`config.mk`:
```
export PLATFORM = sky130hd
export DESIGN_NAME = wht_mem_top
export DESIGN_NICKNAME = d
export VERILOG_FILES = /design/src/wht_mem_pkg.sv /design/src/wht_sample_ram.sv /design/src/wht_mem_arbiter.sv /design/src/wht_sink.sv /design/src/wht_stage_engine.sv /design/src/wht_source.sv /design/src/wht_mem_top.sv
export SDC_FILE = /design/constraint.sdc
export NUM_CORES = 1
export LEC_CHECK = 0
export BUFFER_PORTS_ARGS = -buffer_cell sky130_fd_sc_hd__buf_2
export CAP_MARGIN = 20
export CELL_PAD_IN_SITES_DETAIL_PLACEMENT = 1
export CELL_PAD_IN_SITES_GLOBAL_PLACEMENT = 1
export CORE_MARGIN = 3
export CORE_UTILIZATION = 57
export CTS_BUF_LIST = sky130_fd_sc_hd__clkbuf_8
export CTS_CLUSTER_SIZE = 10
export DETAILED_ROUTE_END_ITERATION = 8
export PLACE_DENSITY_LB_ADDON = 0.1
export SYNTH_ARGS = -nofsm -noshare
export SYNTH_HDL_FRONTEND = slang
export SYNTH_SLANG_ARGS = --single-unit
```
`constraint.sdc`:
```
create_clock -name clk -period 6.5 [get_ports clk]
set_input_delay 0.325 -clock clk [delete_from_list [all_inputs] [get_ports clk]]
set_output_delay 0.325 -clock clk [all_outputs]
set_load 0.01 [all_outputs]
```
`src/wht_mem_pkg.sv`:
```
//------------------------------------------------
// Shared sizes and types for the 16-point WHT
// data memory. Compiled before every other file.
//------------------------------------------------

package wht_mem_pkg;

	//------------------------------------------------
	// Frame and RAM geometry
	//------------------------------------------------
	// Points per frame
	localparam int N_PTS = 16;
	// RAM address width
	localparam int ADDR_W = 4;
	// Radix-2 passes, log2 of N_PTS
	localparam int N_STAGES = 4;

	//------------------------------------------------
	// Data widths
	//------------------------------------------------
	// Input sample width
	localparam int IN_W = 16;
	// One bit of growth per pass keeps the transform exact
	localparam int WORD_W = IN_W + N_STAGES;

	// Idle cycles tolerated inside a partial frame
	localparam int SINK_TIMEOUT = 32;

	typedef logic signed [IN_W-1:0] in_sample_t;
	typedef logic signed [WORD_W-1:0] word_t;
	typedef logic [ADDR_W-1:0] addr_t;

	// Top level phase sequencer
	typedef enum logic [1:0] {
		IDLE,
		SINK,
		STAGES,
		SOURCE
	} seq_state_t;

endpackage

```
`src/wht_sample_ram.sv`:
```
//------------------------------------------------
// Shared 16-word sample RAM. One write port and
// one registered read port on the same clock.
//------------------------------------------------
`timescale 1ns/1ps

module wht_sample_ram (
	input  logic               clk,
	input  logic               we,
	input  wht_mem_pkg::addr_t waddr,
	input  wht_mem_pkg::word_t wdata,
	input  wht_mem_pkg::addr_t raddr,
	output wht_mem_pkg::word_t rdata
);

	import wht_mem_pkg::*;

	// Storage, contents undefined after reset
	word_t mem [N_PTS];

	// Write port
	always_ff @(posedge clk) begin
		if (we) begin
			mem[waddr] <= wdata;
		end
	end

	// Read data one cycle after the address
	// old data on a same-address write
	always_ff @(posedge clk) begin
		rdata <= mem[raddr];
	end

endmodule

```
`src/wht_mem_arbiter.sv`:
```
//------------------------------------------------
// Four-phase req/ack arbiter for the sample RAM.
// Fixed priority sink, engine, source. The owner's
// lines reach the RAM and no one else's do.
//------------------------------------------------
`timescale 1ns/1ps

module wht_mem_arbiter (
	input  logic               clk,
	input  logic               rst_n,
	// Sink writer
	input  logic               sink_req,
	output logic               sink_ack,
	input  logic               sink_we,
	input  wht_mem_pkg::addr_t sink_waddr,
	input  wht_mem_pkg::word_t sink_wdata,
	input  wht_mem_pkg::addr_t sink_raddr,
	// Stage engine
	input  logic               eng_req,
	output logic               eng_ack,
	input  logic               eng_we,
	input  wht_mem_pkg::addr_t eng_waddr,
	input  wht_mem_pkg::word_t eng_wdata,
	input  wht_mem_pkg::addr_t eng_raddr,
	// Source reader
	input  logic               src_req,
	output logic               src_ack,
	input  logic               src_we,
	input  wht_mem_pkg::addr_t src_waddr,
	input  wht_mem_pkg::word_t src_wdata,
	input  wht_mem_pkg::addr_t src_raddr,
	// RAM side
	output logic               we,
	output wht_mem_pkg::addr_t waddr,
	output wht_mem_pkg::word_t wdata,
	output wht_mem_pkg::addr_t raddr
);

	import wht_mem_pkg::*;

	// One-hot owner, bit order sink, engine, source
	logic [2:0] owner;

	assign sink_ack = owner[0];
	assign eng_ack  = owner[1];
	assign src_ack  = owner[2];

	//------------------------------------------------
	// Grant and release
	//------------------------------------------------
	always_ff @(posedge clk) begin
		if (!rst_n) begin
			owner <= '0;
		end else if (|owner) begin
			// Owner keeps the RAM until its req falls
			// ack then drops on this edge
			owner <= owner & {src_req, eng_req, sink_req};
		end else begin
			// Free and ack low, grant by priority
			owner[0] <= sink_req;
			owner[1] <= eng_req & ~sink_req;
			owner[2] <= src_req & ~sink_req & ~eng_req;
		end
	end

	//------------------------------------------------
	// RAM port mux
	//------------------------------------------------
	always_comb begin
		we    = 1'b0;
		waddr = '0;
		wdata = '0;
		raddr = '0;
		case (owner)
			3'b001: begin
				we    = sink_we;
				waddr = sink_waddr;
				wdata = sink_wdata;
				raddr = sink_raddr;
			end
			3'b010: begin
				we    = eng_we;
				waddr = eng_waddr;
				wdata = eng_wdata;
				raddr = eng_raddr;
			end
			3'b100: begin
				we    = src_we;
				waddr = src_waddr;
				wdata = src_wdata;
				raddr = src_raddr;
			end
			// No owner, write stays off
			default: ;
		endcase
	end

endmodule

```
`src/wht_sink.sv`:
```
//------------------------------------------------
// Sink writer. Collects one frame of samples into
// the RAM in natural order, abandons a frame that
// stalls for SINK_TIMEOUT cycles.
//------------------------------------------------
`timescale 1ns/1ps

module wht_sink (
	input  logic                    clk,
	input  logic                    rst_n,
	input  logic                    start,
	input  logic                    in_valid,
	input  logic                    in_sop,
	input  wht_mem_pkg::in_sample_t in_data,
	output logic                    req,
	input  logic                    ack,
	output logic                    we,
	output wht_mem_pkg::addr_t      waddr,
	output wht_mem_pkg::word_t      wdata,
	output logic                    done,
	output logic                    abort
);

	import wht_mem_pkg::*;

	logic       active;
	logic       fin;
	logic       req_q;
	logic       wr_pend;
	addr_t      cnt;
	addr_t      addr;
	logic       accept;
	logic [$clog2(SINK_TIMEOUT)-1:0] idle_cnt;

	// Start arrives with the first sample, so req is
	// raised in the same cycle and ack lands in time
	assign req    = start | req_q;
	assign accept = in_valid & (active | start);
	// in_sop restarts at word 0
	assign addr   = in_sop ? '0 : cnt;
	assign we     = wr_pend & ack;

	always_ff @(posedge clk) begin
		if (!rst_n) begin
			active   <= 1'b0;
			fin      <= 1'b0;
			req_q    <= 1'b0;
			wr_pend  <= 1'b0;
			cnt      <= '0;
			idle_cnt <= '0;
			done     <= 1'b0;
			abort    <= 1'b0;
		end else begin
			done  <= 1'b0;
			abort <= 1'b0;
			if (start) begin
				req_q <= 1'b1;
				fin   <= 1'b0;
			end
			if (accept) begin
				wr_pend  <= 1'b1;
				cnt      <= addr + 1'b1;
				idle_cnt <= '0;
				// Last word closes the frame
				active   <= ~(&addr);
				fin      <= &addr;
			end else begin
				wr_pend <= wr_pend & ~ack;
				if (active) begin
					idle_cnt <= idle_cnt + 1'b1;
					// Gap too long, give the frame up
					if (int'(idle_cnt) == SINK_TIMEOUT - 1) begin
						active <= 1'b0;
						req_q  <= 1'b0;
						abort  <= 1'b1;
					end
				end
			end
			// Final write issued, release the RAM
			if (fin && we) begin
				fin   <= 1'b0;
				req_q <= 1'b0;
				done  <= 1'b1;
			end
		end
	end

	// Payload registers, written one edge after accept
	always_ff @(posedge clk) begin
		if (accept) begin
			waddr <= addr;
			wdata <= {{(WORD_W-IN_W){in_data[IN_W-1]}}, in_data};
		end
	end

endmodule

```
`src/wht_stage_engine.sv`:
```
//------------------------------------------------
// Stage engine. Four in-place radix-2 passes with
// span 1, 2, 4, 8. Each pair is read low then high
// and written back as sum and difference.
//------------------------------------------------
`timescale 1ns/1ps

module wht_stage_engine (
	input  logic               clk,
	input  logic               rst_n,
	input  logic               start,
	output logic               req,
	input  logic               ack,
	output wht_mem_pkg::addr_t raddr,
	input  wht_mem_pkg::word_t rdata,
	output logic               we,
	output wht_mem_pkg::addr_t waddr,
	output wht_mem_pkg::word_t wdata,
	output logic               done
);

	import wht_mem_pkg::*;

	typedef enum logic [2:0] {
		ENG_IDLE,
		ENG_WAIT,
		ENG_RD_LO,
		ENG_RD_HI,
		ENG_WR_SUM,
		ENG_WR_DIF
	} eng_state_t;

	eng_state_t st;

	// Current pass and pair within the pass
	logic [$clog2(N_STAGES)-1:0] stage;
	logic [ADDR_W-2:0]           pair;

	addr_t span;
	addr_t mask;
	addr_t pair_ext;
	addr_t lo_addr;
	addr_t hi_addr;

	// Captured operands
	word_t lo_q;
	word_t hi_q;

	//------------------------------------------------
	// Pair addressing
	//------------------------------------------------
	// Insert a zero at bit position stage of pair
	always_comb begin
		span     = addr_t'(1) << stage;
		mask     = span - addr_t'(1);
		pair_ext = addr_t'(pair);
		lo_addr  = ((pair_ext & ~mask) << 1) | (pair_ext & mask);
		hi_addr  = lo_addr | span;
	end

	assign raddr = (st == ENG_RD_HI) ? hi_addr : lo_addr;
	assign waddr = (st == ENG_WR_DIF) ? hi_addr : lo_addr;
	assign we    = (st == ENG_WR_SUM) || (st == ENG_WR_DIF);
	// High word is on rdata during the sum cycle
	assign wdata = (st == ENG_WR_DIF) ? lo_q - hi_q : lo_q + rdata;

	//------------------------------------------------
	// Sequencing
	//------------------------------------------------
	always_ff @(posedge clk) begin
		if (!rst_n) begin
			st    <= ENG_IDLE;
			req   <= 1'b0;
			done  <= 1'b0;
			stage <= '0;
			pair  <= '0;
		end else begin
			done <= 1'b0;
			case (st)
				ENG_IDLE: begin
					if (start) begin
						req   <= 1'b1;
						stage <= '0;
						pair  <= '0;
						st    <= ENG_WAIT;
					end
				end
				ENG_WAIT: begin
					if (ack) begin
						st <= ENG_RD_LO;
					end
				end
				ENG_RD_LO:  st <= ENG_RD_HI;
				ENG_RD_HI:  st <= ENG_WR_SUM;
				ENG_WR_SUM: st <= ENG_WR_DIF;
				ENG_WR_DIF: begin
					pair <= pair + 1'b1;
					st   <= ENG_RD_LO;
					if (&pair) begin
						if (int'(stage) == N_STAGES - 1) begin
							// Last butterfly written
							req  <= 1'b0;
							done <= 1'b1;
							st   <= ENG_IDLE;
						end else begin
							stage <= stage + 1'b1;
						end
					end
				end
				default: st <= ENG_IDLE;
			endcase
		end
	end

	// Operand capture
	always_ff @(posedge clk) begin
		if (st == ENG_RD_HI) begin
			lo_q <= rdata;
		end
		if (st == ENG_WR_SUM) begin
			hi_q <= rdata;
		end
	end

endmodule

```
`src/wht_source.sv`:
```
//------------------------------------------------
// Source reader. Streams the 16 results out in
// natural order, one word per cycle, with out_sop
// on word 0.
//------------------------------------------------
`timescale 1ns/1ps

module wht_source (
	input  logic               clk,
	input  logic               rst_n,
	input  logic               start,
	output logic               req,
	input  logic               ack,
	output wht_mem_pkg::addr_t raddr,
	input  wht_mem_pkg::word_t rdata,
	output logic               out_valid,
	output logic               out_sop,
	output wht_mem_pkg::word_t out_data,
	output logic               done
);

	import wht_mem_pkg::*;

	typedef enum logic [1:0] {
		SRC_IDLE,
		SRC_WAIT,
		SRC_READ
	} src_state_t;

	src_state_t st;
	addr_t      cnt;
	// Read issued last cycle, data now on rdata
	logic       rd_v;
	logic       rd_first;

	assign raddr = cnt;

	always_ff @(posedge clk) begin
		if (!rst_n) begin
			st        <= SRC_IDLE;
			req       <= 1'b0;
			done      <= 1'b0;
			cnt       <= '0;
			rd_v      <= 1'b0;
			rd_first  <= 1'b0;
			out_valid <= 1'b0;
			out_sop   <= 1'b0;
		end else begin
			done      <= 1'b0;
			// Two-stage valid to follow RAM and output register
			rd_v      <= (st == SRC_READ);
			rd_first  <= (st == SRC_READ) && (cnt == '0);
			out_valid <= rd_v;
			out_sop   <= rd_first;
			case (st)
				SRC_IDLE: begin
					if (start) begin
						req <= 1'b1;
						st  <= SRC_WAIT;
					end
				end
				SRC_WAIT: begin
					cnt <= '0;
					if (ack) begin
						st <= SRC_READ;
					end
				end
				SRC_READ: begin
					cnt <= cnt + 1'b1;
					if (&cnt) begin
						req  <= 1'b0;
						done <= 1'b1;
						st   <= SRC_IDLE;
					end
				end
				default: st <= SRC_IDLE;
			endcase
		end
	end

	always_ff @(posedge clk) begin
		out_data <= rdata;
	end

endmodule

```
`src/wht_mem_top.sv`:
```
//------------------------------------------------
// WHT data memory top. Phase sequencer over sink,
// stage engine and source, which share one RAM
// through the arbiter. sink_ready gates frame start.
//------------------------------------------------
`timescale 1ns/1ps

module wht_mem_top (
	input  logic                    clk,
	input  logic                    rst_n,
	input  logic                    in_valid,
	input  logic                    in_sop,
	input  wht_mem_pkg::in_sample_t in_data,
	output logic                    sink_ready,
	output logic                    out_valid,
	output logic                    out_sop,
	output wht_mem_pkg::word_t      out_data
);

	import wht_mem_pkg::*;

	seq_state_t state;

	logic  sink_start, eng_start, src_start;
	logic  sink_done, sink_abort, eng_done, src_done;
	logic  sink_req, sink_ack, sink_we;
	logic  eng_req, eng_ack, eng_we;
	logic  src_req, src_ack;
	addr_t sink_waddr, eng_waddr, eng_raddr, src_raddr;
	word_t sink_wdata, eng_wdata;

	// RAM port
	logic  ram_we;
	addr_t ram_waddr, ram_raddr;
	word_t ram_wdata, ram_rdata;

	//------------------------------------------------
	// Phase sequencer
	//------------------------------------------------
	// Frame opens on sop while idle and ready
	assign sink_start = (state == IDLE) && sink_ready && in_valid && in_sop;

	always_ff @(posedge clk) begin
		if (!rst_n) begin
			state      <= IDLE;
			eng_start  <= 1'b0;
			src_start  <= 1'b0;
			sink_ready <= 1'b1;
		end else begin
			eng_start  <= 1'b0;
			src_start  <= 1'b0;
			sink_ready <= (state == IDLE);
			case (state)
				IDLE:   if (sink_start) state <= SINK;
				SINK: begin
					if (sink_done) begin
						state     <= STAGES;
						eng_start <= 1'b1;
					end else if (sink_abort) begin
						// Partial frame dropped
						state <= IDLE;
					end
				end
				STAGES: begin
					if (eng_done) begin
						state     <= SOURCE;
						src_start <= 1'b1;
					end
				end
				SOURCE: if (src_done) state <= IDLE;
				default: state <= IDLE;
			endcase
		end
	end

	//------------------------------------------------
	// Peers
	//------------------------------------------------
	wht_sink i_sink (
		.clk(clk), .rst_n(rst_n), .start(sink_start),
		.in_valid(in_valid), .in_sop(in_sop), .in_data(in_data),
		.req(sink_req), .ack(sink_ack), .we(sink_we),
		.waddr(sink_waddr), .wdata(sink_wdata),
		.done(sink_done), .abort(sink_abort)
	);

	wht_stage_engine i_engine (
		.clk(clk), .rst_n(rst_n), .start(eng_start),
		.req(eng_req), .ack(eng_ack), .raddr(eng_raddr), .rdata(ram_rdata),
		.we(eng_we), .waddr(eng_waddr), .wdata(eng_wdata), .done(eng_done)
	);

	wht_source i_source (
		.clk(clk), .rst_n(rst_n), .start(src_start),
		.req(src_req), .ack(src_ack), .raddr(src_raddr), .rdata(ram_rdata),
		.out_valid(out_valid), .out_sop(out_sop), .out_data(out_data),
		.done(src_done)
	);

	//------------------------------------------------
	// Arbiter and RAM
	//------------------------------------------------
	// Sink never reads, source never writes
	wht_mem_arbiter i_arbiter (
		.clk(clk), .rst_n(rst_n),
		.sink_req(sink_req), .sink_ack(sink_ack), .sink_we(sink_we),
		.sink_waddr(sink_waddr), .sink_wdata(sink_wdata), .sink_raddr('0),
		.eng_req(eng_req), .eng_ack(eng_ack), .eng_we(eng_we),
		.eng_waddr(eng_waddr), .eng_wdata(eng_wdata), .eng_raddr(eng_raddr),
		.src_req(src_req), .src_ack(src_ack), .src_we(1'b0),
		.src_waddr('0), .src_wdata('0), .src_raddr(src_raddr),
		.we(ram_we), .waddr(ram_waddr), .wdata(ram_wdata), .raddr(ram_raddr)
	);

	wht_sample_ram i_ram (
		.clk(clk), .we(ram_we), .waddr(ram_waddr), .wdata(ram_wdata),
		.raddr(ram_raddr), .rdata(ram_rdata)
	);

endmodule

```
After elaboration in Yosys (flattened, before gate mapping)
Memory sizes are Yosys's and may differ from the RTL's. A register that Yosys moved wholly into a read port is not among the register bits.
Cells that the tools add are included.
Storage, ports and cells
  RAM bits: 320
  output and inout port bits: 23
  memories kept: 1
  bits of input ports: 20
  bits in registers: 125
Memory list
  i_ram.mem: depth 16, bits a word 20, read ports 1, clocked after Yosys merged registers in 1, write ports 1, line wht_sample_ram.sv:19  | word_t mem [N_PTS];
Cells by class
  shifts and indexed selects: 1
  mux-type cells: 56
  bitwise operators: 20
  reductions and logical operators: 32
  eq/ne operators: 27
  $add $sub $neg: 8
Operators with widths (number)
  $pmux 20 s2: 1
  $mux 2: 12
  $pmux 4 s2: 3
  $mux 1: 23
  $add 20x20->20: 1
  $mux 20: 1
  $reduce_and 4->1: 5
  $sub 20x20->20: 1
  $pmux 3 s6: 1
  $mux 3: 5
  $mux 4: 3
  $ne 2x2->1 const B: 6
  $ne 2x1->1 const B: 5
  $reduce_and 2->1: 5
  $eq 3x2->1 const B: 3
  $eq 3x3->1 const B: 3
  $reduce_and 3->1: 3
  $add 4x1->4 const B: 2
  $or 4x4->4: 2
  $pmux 2 s4: 1
  $reduce_bool 2->1: 4
  $and 1x1->1: 6
  $and 3x3->3: 2
  $eq 2x1->1 const B: 3
  25 further kinds: 43

Logic depth before layout (Yosys ltp)
  word-level depth: 9
  mapped depth: 17
  gate-level depth less buffers: 16

Hierarchy
Synthesis repeated with hierarchy kept, for this count alone.
Unflattened totals
  cell total of the unflattened synthesis: 1177
  area, all modules: 19262.2 µm²
By module, submodules not included
  wht_sample_ram: area an instance 12530.8 µm², cells an instance 533, instances 1
  wht_stage_engine: area an instance 3306.9 µm², cells an instance 331, instances 1
  wht_sink: area an instance 1292.5 µm², cells an instance 96, instances 1
  wht_mem_arbiter: area an instance 992.2 µm², cells an instance 117, instances 1
  wht_source: area an instance 958.4 µm², cells an instance 81, instances 1
  wht_mem_top: area an instance 181.4 µm², cells an instance 19, instances 1

Worst setup path before layout
No wires, ideal clock.
  path kind: reg2reg
  start point: reg i_ram.rdata[0] (read register of i_ram.mem)
  end point: mem i_ram.mem[0][19] in the netlist's numbering (data pin)
  stages on the path, launching flop included: 18
  clock period less this slack: 4009 ps
  required time: 6216 ps
  data arrival time: 3726 ps
  buffers on the path: 1
  path slack: 2491 ps
  cell sequence: dfxtp_1 > inv_1 > ha_1 > nor3b_1 > nand3b_1 > nor3_1 > nand3b_1 > xnor2_1 > nand2_1 > o21ai_0 > ha_1 > clkbuf_1 > a21o_1 > a21o_1 > a221o_1 > a31oi_1 > xnor3_1 > o21ai_1
On the way
  cells in the longest elaborated chain, start to end: 3
RTL lines
  start: declaration: line wht_sample_ram.sv:13  | output wht_mem_pkg::word_t rdata
  $add 20x20->20: line wht_stage_engine.sv:65  | assign wdata = (st == ENG_WR_DIF) ? lo_q - hi_q : lo_q + rdata;
  $mux 20: line wht_stage_engine.sv:65
  $pmux 20 s2: line wht_mem_arbiter.sv:74  | case (owner)
  named net i_arbiter.wdata[19]: line wht_mem_arbiter.sv:35  | output wht_mem_pkg::word_t wdata,
  end: declaration: line wht_sample_ram.sv:19
The timed path passes the listed nets, and every way through them passes these cells.

Worst setup path after layout
  start point: reg i_ram.rdata[0] (read register of i_ram.mem)
  end point: mem i_ram.mem[13][19] in the netlist's numbering (data pin)
The elaborated chain is that of the path after synthesis.

==> run metrics <==
status finished clean; # resized after CTS 0; max_slew headroom 0.190; detailed-route wire length per cell roughly 24 µm; postcts setup bufs 0; Max Fanout on Critical Path 16; Synth area leader edfxtp_1; syn_area_per_cell 12.1 µm²; sequential area share after synthesis 0.681; FF-to-FF setup slack about 1400 ps; post-synthesis instance area between 0.015 and 0.02 mm²; FF-to-FF Start i_ram.rdata[0]$_DFF_P_; cts hold-fix bufs 16; TritonCTS buffer count 76; total track usage 0.293; Core ar. ~0.033 mm²; FF-to-FF path depth 16; WP data arrival between 5000 and 6000 ps; # H-tree levels 3; die outline width roughly 190 µm; cell row count 66; WHS Path Cells 2; Top FF cell, synth edfxtp_1; Final ANT Viol Nets 0; max_cap viols 0; Skew-Pair Late Insertion Delay around 620 ps; IO Count 43; total iterations of the first detailed-routing run 5; Worst-Margin Slew about 1200 ps; Seq cells post-synth approximately 470; vias in the first global route 13955; final wirelength approximately 52 mm; drt initial violations about 1300; RSZ-0062 raised after global routing no; Initial Utilization 0.585; FF+latch area roughly 0.013 mm²; number of setup violations in the final report 0; Warnings, synthesis 0; Die ar. 0.0360 mm²; Clock Skews about 19 ps; async set or reset register ratio after synthesis 0; Cell Count, Final, Fillers Out about 2200; final hold violations 0; Final Cycle Share 0.777; clock root buffer clkbuf_8; number of synthesized flops with an enable pin 380; Distinct cells, synth between 60 and 70; I/O Buffers between 40 and 50; DP Cell Count around 2000; Worst Path Required 6780 ps; Final HPWL DP 30.6 mm; Post-route DRC 0; die height between 150 and 200 µm; PD cells 270 mW/mm²; vias approximately 13000; gpl congestion 0.859; share of the synthesized area in the top cell type 0.592; via/cell ratio about 6.0; Hold Path Class input pin to flop; VDD IR max around 220 µV; total gr overflow 0; fin crit period ~5100 ps; Slew Viols, Final 0; area occupied by multi-input gates between 0.005 and 0.006 mm²; Clock Path Buffers 3; leak pwr about 8.2 nW; antenna violations before repair 2; CP Class flop to flop; hold wc startpoint rst_n; CTS tree done; Final #Nets approximately 1700; top cells by count, synth 380 x edfxtp_1, 380 x nand2_1, 114 x nand3_1; Hold Crit Endpoint sink_ready$_SDFF_PN1_; net count after synthesis about 1600; first-pass GRT wire length about 80 mm; Syn-to-layout area delta 12.6%; Clock Pin Slew Worst Setup and Hold Paths 60 ps; Post-Synthesis Cells around 1600; type of origin of the critical path flop; ranking of synthesized cells by area edfxtp_1 59%, dfxtp_1 8.8%, nand2_1 7.4%, nand3_1 3.0%, mux2i_1 2.5%; Post-Route Setup TNS 0 ps; Worst Setup End Kind flop; RR Endpoint i_ram.mem[13][19]$_DFFE_PP_; Max Clock Freq slightly below 0.2 GHz; largest net degree at the start of global routing approximately 180; share of post-route cells with drive strength above 1 0.125; CTS sink cnt ~470; FILL cells around 3300
[logic make-up (layout without fill, tap and decap cells)]
kind of cell | Yosys count | after routing | share of synthesized area
simple gates | 661 | 661 | 0.150
flops | 465 | 465 | 0.681
compound gates | 230 | 230 | 0.0739
buf+inv | 110 | 272 | 0.0278
mux | 49 | 49 | 0.0255
fa+ha+maj | 38 | 38 | 0.0251
xor+xnor | 35 | 35 | 0.0166
other cells | 0 | 2 | 0
[how the worst max path moves through the flow]
stage | startpoint | endpoint | slack (ps)
finish | i_ram.rdata[0]$_DFF_P_ | i_ram.mem[13][19]$_DFFE_PP_ | 1450
global route | i_ram.rdata[0]$_DFF_P_ | i_ram.mem[6][19]$_DFFE_PP_ | 1130
CTS | i_ram.rdata[0]$_DFF_P_ | i_ram.mem[6][19]$_DFFE_PP_ | 1450
detailed placement | i_ram.rdata[0]$_DFF_P_ | i_ram.mem[5][19]$_DFFE_PP_ | 1530
global placement | i_ram.rdata[0]$_DFF_P_ | i_ram.mem[4][19]$_DFFE_PP_ | 1790
floorplan | i_ram.rdata[0]$_DFF_P_ | i_ram.mem[0][19]$_DFFE_PP_ | 2490
[through the flow]
step                hold slack [ps]  utilization  power (W)  setup WS, ps  instance area [µm²]
floorplan                       370            -    0.00342          2490                19300
global placement                392        0.608    0.00348          1790                20000
detailed placement              405        0.608    0.00349          1530                20000
CTS                            8.98        0.657    0.00590          1450                21600
global route                   49.4        0.658    0.00607          1130                21700
finish                         37.8        0.658    0.00586          1450                21700
[power breakdown]
part | internal, W | switching (W) | leakage, nW
clock network | 0.00126 | 0.00115 | 0.837
registers | 0.00325 | 0.0000214 | 4.05
logic | 0.0000616 | 0.000117 | 3.33
total | 0.00457 | 0.00129 | 8.22
[layer usage]
layer  track usage  part of all wire  vias to the layer above
met1         0.387              0.41                     6645
li1              -                 -                     5950
met2         0.489              0.49                      425
met3        0.0601             0.067                      132
met4         0.100             0.032                        0
met5             0                 0                        -
[sequential cells by signal, summed over array words and instances (netlist names), 2 cells and up, named ones only]
| name | cells |
|---|---|
| i_ram.mem | 320 |
| i_source.raddr | 4 |
| i_engine.st | 3 |
| i_engine.pair | 3 |
| i_sink.waddr | 4 |
| i_sink.idle_cnt | 5 |
| i_engine.stage | 2 |
| i_source.out_data | 20 |
| i_arbiter.owner | 3 |
| i_sink.cnt | 4 |
| i_engine.hi_q | 20 |
| i_ram.rdata | 20 |
| i_source.st | 2 |
| i_sink.wdata | 16 |
| i_engine.lo_q | 20 |
[placed cells by master, fill, tap and decap left out, types with 4 or more instances in the layout]
cell type / netlist / layout
ha_1: 37 / 37
nand2_1: 380 / 380
a21oi_1: 63 / 62
buf_2: 29 / 42
mux2i_1: 48 / 48
o211ai_1: 41 / 41
nor2_1: 77 / 58
xor2_1: 20 / 20
buf_4: 9 / 44
nor2_2: 0 / 18
nor3_1: 8 / 8
nand3b_1: 4 / 4
and2_1: 4 / 4
or3_1: 5 / 5
nand2b_1: 7 / 7
a21o_1: 14 / 14
xnor2_1: 14 / 14
o21ai_1: 13 / 13
clkinv_1: 2 / 16
clkbuf_8: 0 / 83
nand3_1: 114 / 114
dfxtp_1: 85 / 85
nor4_1: 5 / 5
o21ai_0: 55 / 55
dlygate4sd3_1: 0 / 16
a31oi_1: 6 / 6
nor2b_1: 7 / 7
a211oi_1: 6 / 6
a22oi_1: 4 / 4
and3_1: 6 / 6
clkinv_2: 0 / 10
edfxtp_1: 380 / 380
nand4_1: 29 / 29
inv_1: 26 / 52
[critical path: stages, from the launching register on]
cell and delay [ps]:
dfxtp_1 340, inv_1 90, ha_1 180, nor3b_1 390, nand3b_1 400, nor3_1 350, nand3b_1 140, xnor2_1 170
nand2_1 90, o21ai_0 90, ha_1 420, a21o_1 210, a21o_1 180, a221o_1 280, a31oi_1 210, xnor3_1 340
o21ai_1 820
[final cells by class]
cell class                      instances  area share
Antenna cell                            2    0.000231
Clock buffer                           83      0.0527
Clock inverter                         56      0.0137
Inverter                               28     0.00485
Multi-Input combinational cell       1013       0.263
Sequential cell                       465       0.605
Tap cell                              442      0.0255
Timing Repair Buffer                  105      0.0354
Power figures use the tool's default switching activity.
